[src/rtl/pbs_bridge_pkg.sv]
// AXIS to PBS bridge shared definitions
// Widths, tuser field positions, beat and metadata structs,
// and the PBS output word with its header and raw views

package pbs_bridge_pkg;

    // Datapath widths
    localparam int DATA_W = 64;
    localparam int STRB_W = DATA_W / 8;
    localparam int USER_W = 128;

    // Metadata fields in the first beat's tuser
    localparam int LEN_POS = 0;   // Byte length, 16 bits
    localparam int SRC_POS = 16;  // One-hot source port, 8 bits
    localparam int DST_POS = 24;  // Destination port, 8 bits

    // One buffered AXIS beat, 201 bits
    typedef struct packed {
        logic [DATA_W-1:0] data;
        logic [USER_W-1:0] user;
        logic [STRB_W-1:0] strb;
        logic              last;
    } axis_beat_t;

    // Decoded frame metadata
    typedef struct packed {
        logic [7:0]  dst_port;
        logic [2:0]  src_index;
        logic [15:0] word_count;
        logic [15:0] byte_len;
    } frame_meta_t;

    // Module header word, MSB first
    typedef struct packed {
        logic [7:0]  dst_pad;     // Always zero
        logic [7:0]  dst_port;
        logic [15:0] word_count;
        logic [7:0]  src_pad;     // Always zero
        logic [7:0]  src_index;
        logic [15:0] byte_len;
    } pbs_header_t;

    // One PBS word seen either as a header or as raw data
    typedef union packed {
        pbs_header_t       header;
        logic [DATA_W-1:0] raw;
    } pbs_word_u;

    typedef enum logic [1:0] {
        KIND_HEADER = 2'd0,
        KIND_DATA   = 2'd1
    } word_kind_e;

endpackage

[src/rtl/stream_fifo.sv]
// Small fall-through FIFO for AXIS beats
// Head entry is visible with zero read latency; nearly_full
// is raised while at most one slot is left

`timescale 1ns/100ps

module stream_fifo import pbs_bridge_pkg::*; #(
    parameter int FIFO_DEPTH_BITS = 2
) (
    input  logic       clk,
    input  logic       reset,
    input  logic       wr_en,
    input  axis_beat_t din,
    input  logic       rd_en,
    output axis_beat_t dout,
    output logic       empty,
    output logic       nearly_full
);

    localparam int DEPTH = 2 ** FIFO_DEPTH_BITS;

    axis_beat_t                 mem [DEPTH];
    logic [FIFO_DEPTH_BITS-1:0] wr_ptr;
    logic [FIFO_DEPTH_BITS-1:0] rd_ptr;
    logic [FIFO_DEPTH_BITS:0]   count;
    logic                       full;

    // Storage, no reset needed
    always_ff @(posedge clk) begin
        if (wr_en) begin
            mem[wr_ptr] <= din;
        end
    end

    always_ff @(posedge clk) begin
        if (reset) begin
            wr_ptr <= '0;
            rd_ptr <= '0;
            count  <= '0;
        end else begin
            if (wr_en) begin
                wr_ptr <= wr_ptr + 1'b1;  // Wraps at DEPTH
            end
            if (rd_en) begin
                rd_ptr <= rd_ptr + 1'b1;
            end
            case ({wr_en, rd_en})
                2'b10:   count <= count + 1'b1;
                2'b01:   count <= count - 1'b1;
                default: count <= count;
            endcase
        end
    end

    assign dout        = mem[rd_ptr];  // Fall-through head
    assign empty       = (count == '0);
    assign full        = (count == (FIFO_DEPTH_BITS + 1)'(DEPTH));
    assign nearly_full = (count >= (FIFO_DEPTH_BITS + 1)'(DEPTH - 1));

    a_no_overflow: assert property (@(posedge clk) disable iff (reset)
        wr_en |-> !full);

    a_no_underflow: assert property (@(posedge clk) disable iff (reset)
        rd_en |-> !empty);

endmodule

[src/rtl/meta_decode.sv]
// Frame metadata decoder
// Pulls byte length, source and destination out of the head
// beat's tuser and derives the 64-bit word count

`timescale 1ns/100ps

module meta_decode import pbs_bridge_pkg::*; (
    input  axis_beat_t  head,
    output frame_meta_t meta
);

    logic [15:0] byte_len;
    logic [7:0]  src_onehot;
    logic [7:0]  dst_port;
    logic [2:0]  src_index;
    logic [16:0] len_round;

    assign byte_len   = head.user[LEN_POS +: 16];
    assign src_onehot = head.user[SRC_POS +: 8];
    assign dst_port   = head.user[DST_POS +: 8];

    // One-hot source byte to bit index
    always_comb begin
        src_index = 3'd0;
        if ($onehot(src_onehot)) begin
            for (int i = 0; i < 8; i++) begin
                if (src_onehot[i]) begin
                    src_index = 3'(i);
                end
            end
        end
        // Anything not one-hot stays at port 0
    end

    // Round up to whole 8-byte words
    assign len_round = {1'b0, byte_len} + 17'd7;  // Extra bit keeps the carry

    always_comb begin
        meta.dst_port   = dst_port;
        meta.src_index  = src_index;
        meta.word_count = {2'b00, len_round[16:3]};
        meta.byte_len   = byte_len;
    end

endmodule

[src/rtl/frame_sequencer.sv]
// Frame sequencer
// Two-state FSM that issues one module header per frame, then
// each buffered beat as a data word, popping the FIFO as it goes

`timescale 1ns/100ps

module frame_sequencer import pbs_bridge_pkg::*; (
    input  logic              clk,
    input  logic              reset,
    input  axis_beat_t        head,
    input  logic              empty,
    input  frame_meta_t       meta,
    input  logic              pbs_rdy,
    output logic              pop,
    output logic              issue,
    output word_kind_e        kind,
    output pbs_word_u         word,
    output logic [STRB_W-1:0] strb,
    output logic              last
);

    localparam logic IN_HEADER = 1'b0;
    localparam logic IN_DATA   = 1'b1;

    logic state;
    logic state_next;

    // A word goes out whenever a beat is waiting and the sink is ready
    assign issue = !empty && pbs_rdy;
    assign pop   = issue && (state == IN_DATA);  // Header issue leaves the beat in place

    always_comb begin
        state_next = state;
        if (issue) begin
            if (state == IN_HEADER) begin
                state_next = IN_DATA;
            end else if (head.last) begin
                state_next = IN_HEADER;  // End of frame
            end
        end
    end

    always_ff @(posedge clk) begin
        if (reset) begin
            state <= IN_HEADER;
        end else begin
            state <= state_next;
        end
    end

    // Word contents for the current state
    always_comb begin
        word = '0;
        if (state == IN_HEADER) begin
            kind                   = KIND_HEADER;
            word.header.dst_pad    = 8'h00;
            word.header.dst_port   = meta.dst_port;
            word.header.word_count = meta.word_count;
            word.header.src_pad    = 8'h00;
            word.header.src_index  = {5'b00000, meta.src_index};
            word.header.byte_len   = meta.byte_len;
        end else begin
            kind     = KIND_DATA;
            word.raw = head.data;
        end
    end

    assign strb = head.strb;
    assign last = head.last && (state == IN_DATA);

    // The beat behind a header stays at the head for its first data word
    a_header_holds_head: assert property (@(posedge clk) disable iff (reset)
        (issue && kind == KIND_HEADER) |=> (!empty && $stable(head)));

    // Only the last beat of a frame may carry a partial strobe
    a_mid_strb_full: assert property (@(posedge clk) disable iff (reset)
        (pop && !head.last) |-> (head.strb == '1));

endmodule

[src/rtl/pbs_word_former.sv]
// PBS output word former
// Reverses byte lanes of data words, builds the control byte
// and registers the PBS write interface

`timescale 1ns/100ps

module pbs_word_former import pbs_bridge_pkg::*; #(
    parameter logic [STRB_W-1:0] HEADER_CTRL = 8'hFF
) (
    input  logic              clk,
    input  logic              reset,
    input  logic              issue,
    input  word_kind_e        kind,
    input  pbs_word_u         word,
    input  logic [STRB_W-1:0] strb,
    input  logic              last,
    output logic [DATA_W-1:0] pbs_data,
    output logic [STRB_W-1:0] pbs_ctrl,
    output logic              pbs_wr
);

    logic [DATA_W-1:0] swapped;
    logic [STRB_W-1:0] end_ctrl;
    logic [STRB_W-1:0] data_ctrl;

    // Output byte i takes input byte STRB_W-1-i
    always_comb begin
        for (int i = 0; i < STRB_W; i++) begin
            swapped[i*8 +: 8] = word.raw[(STRB_W-1-i)*8 +: 8];
        end
    end

    // n valid low bytes mark bit STRB_W-n, anything else gives zero
    always_comb begin
        end_ctrl = '0;
        for (int n = 1; n <= STRB_W; n++) begin
            if (strb == STRB_W'((1 << n) - 1)) begin
                end_ctrl = STRB_W'(1 << (STRB_W - n));
            end
        end
    end

    assign data_ctrl = last ? end_ctrl : '0;

    always_ff @(posedge clk) begin
        if (reset) begin
            pbs_wr   <= 1'b0;
            pbs_data <= '0;
            pbs_ctrl <= '0;
        end else begin
            pbs_wr <= issue;
            if (issue) begin  // Hold last word otherwise
                pbs_data <= (kind == KIND_HEADER) ? word.raw : swapped;
                pbs_ctrl <= (kind == KIND_HEADER) ? HEADER_CTRL : data_ctrl;
            end
        end
    end

    a_last_strb_contiguous: assert property (@(posedge clk) disable iff (reset)
        (issue && kind == KIND_DATA && last) |-> (strb[0] && ((strb & (strb + 1'b1)) == '0)));

endmodule

[src/rtl/axis_pbs_bridge.sv]
// AXIS to PBS bridge top level
// Buffers AXIS beats, then emits a module header and the
// byte-reversed data words of each frame on the PBS bus

`timescale 1ns/100ps

module axis_pbs_bridge import pbs_bridge_pkg::*; #(
    parameter int                FIFO_DEPTH_BITS = 2,
    parameter logic [STRB_W-1:0] HEADER_CTRL     = 8'hFF
) (
    input  logic              clk,
    input  logic              reset,

    // AXIS slave
    input  logic [DATA_W-1:0] axis_tdata,
    input  logic [STRB_W-1:0] axis_tstrb,
    input  logic [USER_W-1:0] axis_tuser,
    input  logic              axis_tvalid,
    input  logic              axis_tlast,
    output logic              axis_tready,

    // PBS master
    output logic [DATA_W-1:0] pbs_data,
    output logic [STRB_W-1:0] pbs_ctrl,
    output logic              pbs_wr,
    input  logic              pbs_rdy
);

    axis_beat_t        in_beat;
    axis_beat_t        head;
    frame_meta_t       meta;
    pbs_word_u         word;
    word_kind_e        kind;
    logic              fifo_empty;
    logic              fifo_nearly_full;
    logic              pop;
    logic              issue;
    logic [STRB_W-1:0] strb;
    logic              last;

    assign in_beat = '{data: axis_tdata, user: axis_tuser, strb: axis_tstrb,
                       last: axis_tlast};

    assign axis_tready = !fifo_nearly_full;  // One slot spare for the beat in flight

    stream_fifo #(
        .FIFO_DEPTH_BITS(FIFO_DEPTH_BITS)
    ) u_fifo (
        .clk         (clk),
        .reset       (reset),
        .wr_en       (axis_tvalid && axis_tready),
        .din         (in_beat),
        .rd_en       (pop),
        .dout        (head),
        .empty       (fifo_empty),
        .nearly_full (fifo_nearly_full)
    );

    meta_decode u_decode (
        .head (head),
        .meta (meta)
    );

    frame_sequencer u_seq (
        .clk     (clk),
        .reset   (reset),
        .head    (head),
        .empty   (fifo_empty),
        .meta    (meta),
        .pbs_rdy (pbs_rdy),
        .pop     (pop),
        .issue   (issue),
        .kind    (kind),
        .word    (word),
        .strb    (strb),
        .last    (last)
    );

    pbs_word_former #(
        .HEADER_CTRL(HEADER_CTRL)
    ) u_former (
        .clk      (clk),
        .reset    (reset),
        .issue    (issue),
        .kind     (kind),
        .word     (word),
        .strb     (strb),
        .last     (last),
        .pbs_data (pbs_data),
        .pbs_ctrl (pbs_ctrl),
        .pbs_wr   (pbs_wr)
    );

endmodule

[config.mk]
export PLATFORM = sky130hd
export DESIGN_NAME = axis_pbs_bridge
export DESIGN_NICKNAME = d
export VERILOG_FILES = /design/src/rtl/pbs_bridge_pkg.sv /design/src/rtl/stream_fifo.sv /design/src/rtl/meta_decode.sv /design/src/rtl/frame_sequencer.sv /design/src/rtl/pbs_word_former.sv /design/src/rtl/axis_pbs_bridge.sv
export SDC_FILE = /design/constraint.sdc
export NUM_CORES = 1
export LEC_CHECK = 0
export BUFFER_PORTS_ARGS = -buffer_cell sky130_fd_sc_hd__buf_2
export CAP_MARGIN = 0
export CORE_ASPECT_RATIO = 0.5
export CORE_UTILIZATION = 55
export DETAILED_ROUTE_END_ITERATION = 10
export PLACE_DENSITY_LB_ADDON = 0.15
export SKIP_LAST_GASP = 1
export SLEW_MARGIN = 20
export SYNTH_ARGS = -nofsm -noshare
export SYNTH_HDL_FRONTEND = slang
export SYNTH_HIERARCHICAL = 1
export SYNTH_SLANG_ARGS = --single-unit
[constraint.sdc]
create_clock -name clk -period 7.5 [get_ports clk]
set_input_delay 0 -clock clk [delete_from_list [all_inputs] [get_ports clk]]
set_output_delay 0 -clock clk [all_outputs]
set_load 0.01 [all_outputs]
* After elaboration in Yosys (flattened, before gate mapping)
Memory sizes are Yosys's and may differ from the RTL's. A register that Yosys moved wholly into a read port is not among the register bits. Cells that the tools add are included.
Cells by class: equality and inequality tests 11, muxes and demuxes 28, magnitude comparators 1, divide/modulo/power cells 0, shifts and indexed selects 0, multiply operators 0, bitwise logic cells 0, add/sub/neg operators 12, reductions and logical operators 9
Operator list (count):
- 64-bit two-way mux | 2
- 8-bit two-way mux | 10
- 16-bit by 3-bit adder with 17-bit output (second input constant) | 1
- 3-bit two-way mux | 5
- 4-bit adder | 3
- 1-bit by 1-bit adder with 2-bit output | 4
- 8-bit by 1-bit == test with 1-bit output (second input constant) | 1
- 8-bit by 2-bit == test with 1-bit output (second input constant) | 1
- 8-bit by 3-bit == test with 1-bit output (second input constant) | 1
- 8-bit by 4-bit == test with 1-bit output (second input constant) | 1
- 8-bit by 5-bit == test with 1-bit output (second input constant) | 1
- 8-bit by 6-bit == test with 1-bit output (second input constant) | 1
- 8-bit by 7-bit == test with 1-bit output (second input constant) | 1
- 8-bit == test (second input constant) | 1
- 2-bit two-way mux | 4
- 1-bit two-way mux | 6
- 3-bit one-hot mux with 2 select lines | 1
- 2-bit by 1-bit adder with 2-bit output (second input constant) | 2
- 4-bit by 1-bit == test with 1-bit output (second input constant) | 1
- 1-bit logical AND | 4
- 3-bit by 1-bit adder with 3-bit output (second input constant) | 1
- 3-bit by 2-bit greater-or-equal comparator with 1-bit output (second input constant) | 1
- 3-bit logical NOT | 1
- 3-bit by 1-bit subtractor with 3-bit output (second input constant) | 1
- other kinds (5) | 6
Word-level totals: ROM bits 0, memories kept 1, word-level logic and storage cells 69, output and inout port bits 74, bits in latches 0, flip-flop bits (word level) 81, memory bits (writable) 804, input bits 205
Memories:
- u_fifo.mem | depth 4, width 201, read ports 1, clocked after memory_dff 1, write ports 1, RTL line stream_fifo.sv:22 | axis_beat_t mem [DEPTH];

* Logic depth before layout (Yosys ltp)
Gate-level depths: netlist of run 1.
word-level depth 11, gate-level depth with buffers 16, depth with buffers taken out 13

* Modules after synthesis
Netlist of run 1, hierarchy kept.
By module, submodules not included:
- stream_fifo | area an instance 29650.9 µm², cells each 1097, instances 1
- pbs_word_former | area an instance 3598.5 µm², cells each 410, instances 1
- frame_sequencer | area an instance 1007.2 µm², cells each 90, instances 1
- meta_decode | area an instance 711.9 µm², cells each 93, instances 1
- axis_pbs_bridge | area an instance 10.0 µm², cells each 2, instances 1

* Worst setup path after synthesis of run 1
No wires, ideal clock.
kind reg-to-reg, from register u_fifo.count[1], to memory u_fifo/mem[0][0] (netlist bit), enable pin, slack 1.480 ns, stages on the path, launching flop included 4, setup time 0.585 ns, path buffers 0, data required time 6.915 ns, arrival time 5.435 ns, cell sequence dfxtp_1 -> a21o_1 -> nor2b_1 -> and2_1
Between the ends: word-level cells in the longest chain between the ends 5
RTL lines:
- from (decl) | RTL line stream_fifo.sv:25 | logic [FIFO_DEPTH_BITS:0] count;
- from (signal assigned) | RTL line stream_fifo.sv:48 | 2'b10: count <= count + 1'b1;
- from (signal assigned) | RTL line stream_fifo.sv:49 | 2'b01: count <= count - 1'b1;
- from (signal assigned) | RTL line stream_fifo.sv:50 | default: count <= count;
- 3-bit by 2-bit greater-or-equal comparator with 1-bit output | RTL line stream_fifo.sv:58 | assign nearly_full = (count >= (FIFO_DEPTH_BITS + 1)'(DEPTH - 1));
- named net fifo_nearly_full | RTL line axis_pbs_bridge.sv:35 | logic fifo_nearly_full;
- 1-bit logical NOT | RTL line axis_pbs_bridge.sv:44 | assign axis_tready = !fifo_nearly_full;
- 1-bit logical AND | RTL line axis_pbs_bridge.sv:51 | .wr_en (axis_tvalid && axis_tready),
- 1-bit two-way mux | RTL line stream_fifo.sv:30 | if (wr_en) begin
- 1-bit two-way mux (not written as such) | RTL line stream_fifo.sv:31 | mem[wr_ptr] <= din;
- to (decl) | RTL line stream_fifo.sv:22
The timed path passes the listed nets, and every way through them passes these cells.

==> flow_summary.ini, run 1 <==
[critical_path]
crit_type = reg -> reg
cp.arrival_ps = 5450
required_ps = 7950
end_kind = flop
critPathMaxFanout = 26
rr_worst_depth = 13
cp-start-kind = flop

[power]
powerDensity_nw_per_um2 = 273
vdd_drop_max_uv = 177
leakage_nw = 8.17

[timing]
setup_tns_ps = 0
drv_slew = 0
worstMarginPinSlew_ps = 1040
slew_headroom_pct = 30.8
period_needed_ps = 5000
fin_ws_ps = 2500
clock_skew_ps = 13.4
hold_viol = 0
max_freq_mhz = 200
rsz0062_at_grt = false
fin_crit_sh_pct = 66.6
setup_viol = 0

[grt]
grt_max_degree = 86
grt_pass1_wl_um = 67300
grt_pass1_vias = 11700
grt-ovfl-total = 0
grt_use_total_pct = 22.9
antenna_found_initial = 0

[job]
drv_cap = 0

[clocking]
tritoncts = built
cts_buffers = 42
clkTransAtPathRegs_ps = 70
insertion_delay_ps = 550
htree_levels = 2
cts_hold_buffers = 107
cts_buffer_depth = 3
postCtsSetupBuffers = 0
root_buffer = clkbuf_16
clkSinkCount = 503
cts_resized = 0

[synth]
post_synth.cell_area_avg_um2 = 17.6
synthesis.area_um2 = 21100
synth_warnings = 6
postSynthCellCount = 1194

[finish]
regArea_um2 = 14300
multi_input_area_um2 = 5800
layout_common_cells = edfxtp_1 (420), buf_2 (181), dlygate4sd3_1 (107), mux4_2 (105), nor2_1 (87)
area_growth_pct = 14.9
layout-drive-gt1-share_pct = 32.1
final_nets = 1643
final_cells = 1952
fill_cells = 2663
layout_commonest_cell = edfxtp_1

[die]
initial_core_util_pct = 56.1
core-area_um2 = 37500
io_pins = 279
die_x_um = 279
row_count = 50
dieArea_um2 = 39100
dieHeight_um = 140

[detailed_routing]
first_iter_violations = 1068
detail-route-antenna-nets = 0
drt_pass1_iterations = 5
drc = 0
vias_per_cell = 5.81
wl_per_cell_um = 22.5
vias = 11300
wirelength_um = 43900

[status]
status = finished, final reports clean

[place]
dp_cells = 1767
portBuffers = 182
post-place-ws_ps = 2560
place_congestion = 0.812
hpwlAfterDp_um = 26400

[worst_hold_path]
worst_hold_path.num_cells = 4
hp-class = in -> reg
min_from = axis_tvalid
## path summary, 6_finish.rpt
check	endpoint	slack, ps
setup / recovery	u_former/pbs_data[41]	2500
hold / removal	u_fifo/wr_ptr[1]	50
setup reg to reg	u_former/pbs_data[41]	2500
hold reg to reg	u_former/pbs_ctrl[0]	480
## metrics by stage
stage | util, % | cell area (um2) | hold WS, ps | total power [mW]
floorplan | - | 21100 | 98.9 | 4.18
global route | 64.4 | 24200 | 71.7 | 6.85
global placement | 58.0 | 21800 | 209 | 4.42
finish | 64.4 | 24200 | 45.3 | 6.59
CTS | 64.4 | 24200 | 36.4 | 6.63
detailed placement | 58.0 | 21800 | 217 | 4.46
## report_power, final
part | internal [mW] | switching [mW] | leakage (nW) | total [mW]
Clock | 1.18 | 0.964 | 0.659 | 2.14
Sequential | 3.27 | 0.100 | 4.54 | 3.37
Combinational | 0.461 | 0.617 | 2.97 | 1.08
## registers in the layout, indices dropped and copies added (netlist names), named ones only
signal,count
u_fifo/wr_ptr,2
u_former/pbs_data,64
u_seq/state,1
u_fifo/rd_ptr,2
u_former/pbs_wr,1
u_fifo/count,3
u_former/pbs_ctrl,8
u_fifo/mem,420
## final cells by class
class	instances	share of cell area, %
clock inverter	18	0.590
sequential	503	59.1
antenna	1	0.0103
timing repair buffer	302	8.61
multi-input combinational	557	24.0
tap	494	2.56
clock buffer	59	4.90
inverter	18	0.279
## per-layer routing
metal / GRT usage, % / vias up / part of all wire [%]
li1: - / 5093 / -
met3: 4.14 / 68 / 5.5
met2: 38.5 / 335 / 50
met1: 31.3 / 5842 / 43
met4: 5.55 / 0 / 2.0
met5: 0 / - / 0
## critical path, cell delays in order, from the launching register on
cell	delay, ps
dfxtp_4	710
mux4_2	630
fa_1	490
ha_1	280
inv_1	50
fa_1	400
fa_1	400
nor2_1	140
a31oi_1	110
nor3b_1	280
a21boi_0	720
mux2_4	290
o21ai_0	100
a311oi_2	290
(Power assumes the default switching activity.)
==> run 2, diff against run 1 <==
- ABC_AREA: not set -> 1
- clock period: 7.5 -> 4.85 ns (I/O delays scaled with it)
==> run 2 against run 1 <==
Against the previous run: hold slack better by 150 ps; critical path depth up 5; clock skew fell by 4.0 ps; combinational power rose by 48%; area after synthesis up 0.33%.
==> flow_summary.ini, run 2 <==
[timing]
setup_viol = 0
fin_crit_sh_pct = 89.5
drv_slew = 0
setup_tns_ps = 0
slew_headroom_pct = 28.9
worstMarginPinSlew_ps = 1070
period_needed_ps = 4340
max_freq_mhz = 230
rsz0062_at_grt = false
hold_viol = 0
clock_skew_ps = 9.40
fin_ws_ps = 510
holdWs_ps = 194

[finish]
area_growth_pct = 15.5
layout_common_cells = edfxtp_1 (420), nand2_1 (336), nor2_1 (243), o21ai_0 (201), buf_2 (182)
final_nets = 2328
largest_register_ffs = 420
final_area_um2 = 24400
final_core_util_pct = 64.9
top_register = u_fifo/mem
reg_top3 = u_fifo/mem x420, u_former/pbs_data x64, u_former/pbs_ctrl x8
layout-drive-gt1-share_pct = 13.2
final_cells = 2666
layout_commonest_cell = edfxtp_1

[critical_path]
cp-start-kind = flop
end_kind = flop
critPathMaxFanout = 31
cp.arrival_ps = 4830
crit_type = reg -> reg
required_ps = 5340

[clocking]
clkTransAtPathRegs_ps = 60
htree_levels = 2
insertion_delay_ps = 550
clkSinkCount = 503
cts_buffer_depth = 3
cts_buffers = 44
tritoncts = built
root_buffer = clkbuf_16

[detailed_routing]
first_iter_violations = 1372
detail-route-antenna-nets = 0
drc = 0
wirelength_um = 50700
wl_per_cell_um = 19.0
vias_per_cell = 5.52
vias = 14700
drt_pass1_iterations = 6

[status]
status = finished, final reports clean

[worst_hold_path]
hp-class = in -> reg

[place]
place_congestion = 0.808
portBuffers = 182
hpwlAfterDp_um = 29400
dp_cells = 2475
post-place-ws_ps = 552
dpl-instance-area_um2 = 21900

[synth]
post_synth.cell_area_avg_um2 = 11.1
synth_warnings = 6
synthesis.area_um2 = 21100
postSynthCellCount = 1912

[power]
leakage_nw = 9.68
power_mw = 10.2
powerDensity_nw_per_um2 = 418
vdd_drop_max_uv = 263

[die]
initial_core_util_pct = 56.2
io_pins = 279
core-area_um2 = 37600
die_x_um = 279
dieArea_um2 = 39300
dieHeight_um = 141
row_count = 50

[grt]
grt_use_total_pct = 25.6
antenna_found_initial = 1
grt_pass1_wl_um = 77300
grt_pass1_vias = 13800
grt_max_degree = 181
grt-ovfl-total = 0

[job]
drv_cap = 0
## run 2: critical path: stages, from the launching register on
cell      delay (ps)
dfxtp_4          560
inv_6            160
o21ai_0          190
o22ai_1          150
fa_1             490
ha_1             280
inv_1             40
fa_1             400
fa_1             510
inv_1             40
nor2_1            90
nand4_1          160
a21oi_1          480
nand2_1          180
nand2_1          120
nand2_1           60
nand3_1          110
o211ai_1         120
inv_1            100
## run 2: metal layers
metal	global-route usage, %	up-vias	share of wire, %
li1	-	7007	-
met5	0	-	0
met1	36.3	7165	44
met3	3.38	68	6.7
met2	43.1	483	48
met4	4.71	0	1.3
## run 2: path summary, 6_finish.rpt
kind	end	startpoint	cells past startpoint	slack [ps]
setup / recovery	u_former/pbs_data[41]	flop	18	510
hold / removal	u_fifo/mem[3][3]	axis_tstrb[2]	2	190
setup reg to reg	u_former/pbs_data[41]	flop	18	510
hold reg to reg	flop	u_fifo/rd_ptr[1]	1	440
## run 2: layout make-up
cell class / count / area [um2]
Multi-Input combinational cell: 1106 / 5300
Tap cell: 520 / 651
Antenna cell: 2 / 5.00
Clock buffer: 60 / 1220
Timing Repair Buffer: 313 / 2200
Clock inverter: 21 / 188
Fill cell: 2927 / 13200
Sequential cell: 503 / 14300
Inverter: 141 / 548
## run 2: where the power goes
| part | total [mW] | leakage [nW] | internal (mW) | switching [mW] |
|---|---|---|---|---|
| clock network | 3.46 | 0.692 | 1.94 | 1.52 |
| logic | 1.60 | 4.45 | 0.505 | 1.09 |
| registers | 5.16 | 4.53 | 5.04 | 0.113 |
## run 2: timing repair
item | CTS | global route
endpoints found under the setup margin | 0 | 0
gates resized for setup | 0 | 0
hold buffers | 108 | 0
setup buffers | 0 | 0
hold endpoints to repair | 432 | 0
==> run 3, diff against run 2 <==
- CORE_MARGIN: not set -> 2
- RECOVER_POWER: not set -> 100
==> run 3 against run 2 <==
Against the previous run: the run now ends with capacitance limit, slew limit left; register-to-register slack worse by 160 ps; clock skew is 5.3 ps higher; non-clock buffer count is 2 lower; critical path depth is 10 lower; combinational power is 3% lower; die area is 2.1% higher; critical path type unchanged; critical endpoint is now u_former/pbs_data[22]; largest cell class unchanged; largest power group unchanged; highest routed layer unchanged.
==> flow_summary.ini, run 3 (synthesis results as in run 2) <==
[place]
hpwlAfterDp_um = 29600
portBuffers = 182
post-place-ws_ps = 500
place_congestion = 0.814
dp_cells = 2473

[timing]
setup_tns_ps = 0
fin_ws_ps = 345
rsz0062_at_grt = false
setup_viol = 0
period_needed_ps = 4500
drv_slew = 282
slew_headroom_pct = -99.0
fin_crit_sh_pct = 92.9
hold_viol = 0
max_freq_mhz = 222
worstMarginPinSlew_ps = 2980
clock_skew_ps = 14.7

[critical_path]
cpPeakStageDelay_ps = 2090
slowest_stage = clkinvlp_2
crit_type = reg -> reg
end_kind = flop
crit_top_cell = inv_1
cp.arrival_ps = 5000
rrSetupSlack_ps = 350
cp-start-kind = flop
required_ps = 5340
critPathMaxFanout = 78
worstPathCellList = nor3_1, inv_1, nand2_1, clkinvlp_2, buf_4, nand3_1, o211ai_1, inv_1

[die]
row_count = 50
die_x_um = 281
initial_core_util_pct = 56.2
dieArea_um2 = 40100
core-area_um2 = 37600
dieHeight_um = 143
io_pins = 279

[detailed_routing]
drc = 0
vias = 14600
vias_per_cell = 5.47
first_iter_violations = 1438
wirelength_um = 50900
wl_per_cell_um = 19.1
detail-route-antenna-nets = 0
drt_pass1_iterations = 5

[clocking]
cts_buffers = 43
cts_resized = 0
tritoncts = built
clkSinkCount = 503
root_buffer = clkbuf_16
htree_levels = 2
clkTransAtPathRegs_ps = 60
cts_buffer_depth = 3
insertion_delay_ps = 560

[grt]
grt-ovfl-total = 0
antenna_found_initial = 2
grt_pass1_wl_um = 77300
grt_pass1_vias = 13900
grt_max_degree = 106
grt_use_total_pct = 25.5

[finish]
reg_top3 = u_fifo/mem x420, u_former/pbs_data x64, u_former/pbs_ctrl x8
layout_common_cells = edfxtp_1 (420), nand2_1 (336), nor2_1 (244), o21ai_0 (201), clkbuf_1 (190)
layout_commonest_cell = edfxtp_1
final_cells = 2662
layout-drive-gt1-share_pct = 4.67
fill_cells = 3029
final_nets = 2325
top_register = u_fifo/mem
area_growth_pct = 14.5
largest_register_ffs = 420

[status]
status = complete, but fails checks
violations = capacitance limit, slew limit

[power]
power_mw = 10.4
leakage_nw = 9.10
seqPwrFrac_pct = 50.0
powerDensity_nw_per_um2 = 429
combPwrFrac_pct = 15.0
p_clk_share_pct = 35.0
vdd_drop_max_uv = 252
switching_share_pct = 26.3
p_switching_mw = 2.73
internal_power_mw = 7.64

[job]
drv_cap = 5

[worst_hold_path]
hp-class = in -> reg
## run 3: cell count changes in the layout (fill, tap and decap cells not counted), moves of 3 or more
cell	before	now
clkbuf_8	4	8
buf_4	20	15
buf_12	3	0
clkbuf_4	0	3
inv_4	5	0
clkbuf_1	11	190
clkinv_1	7	4
inv_1	131	134
buf_2	182	3
clkinv_2	8	5
## run 3: area by class of cell
cell class	count	area, um2	area share (%)
Clock inverter	15	198	0.817
Inverter	141	537	2.22
Tap cell	520	651	2.69
Clock buffer	64	1300	5.37
Multi-Input combinational cell	1106	5300	21.9
Timing Repair Buffer	311	1920	7.93
Sequential cell	503	14300	59.1
Antenna cell	2	5.00	0.0207
## run 3: path summary, 6_finish.rpt
kind | start | to | depth (start not counted)
worst min-delay path | reset | u_former/pbs_wr | 3
worst max register to register | u_fifo/count[0] | u_former/pbs_data[22] | 8
worst min register to register | u_fifo/rd_ptr[1] | flop | 1
worst max-delay path | u_fifo/count[0] | u_former/pbs_data[22] | 8
## run 3: worst max-delay path: cells and delay by family, from the launching register on
kind                   cells  cell delay, ps
flip-flops                 1             340
buffers and inverters      4            3350
AND/OR/NAND/NOR            3             620
AO/OA/AOI/OAI              1             110
## run 3: power by group through the flow
stage          Combinational (mW)  Sequential [mW]  Clock (mW)
6_report                     1.56             5.18        3.63
3_3_place_gp                 1.47             5.25           0
2_1_floorplan               0.993             5.29           0
3_5_place_dp                 1.51             5.26           0
5_1_grt                      1.72             5.21        3.84
4_1_cts                      1.59             5.17        3.68
## run 3: timing repair
item,in CTS,in global routing
endpoints found under the hold margin,432,0
buffers inserted,0,0
setup endpoints to repair,0,0
hold buffers,108,0
## run 3: stage by stage
step	util, %	hold slack [ps]	cell area (um2)
6_report	64.3	236	24200
5_1_grt	64.3	235	24200
4_1_cts	65.1	178	24500
3_5_place_dp	58.2	215	21900
3_3_place_gp	58.2	214	21900
2_1_floorplan	-	69.1	21100
## run 3: layer usage
layer / global-route usage [%] / vias up / part of all wire [%]
li1: - / 7000 / -
met1: 35.7 / 7021 / 44
met5: 0 / - / 0
met4: 7.15 / 0 / 2.1
met3: 4.19 / 73 / 6.8
met2: 41.5 / 457 / 47
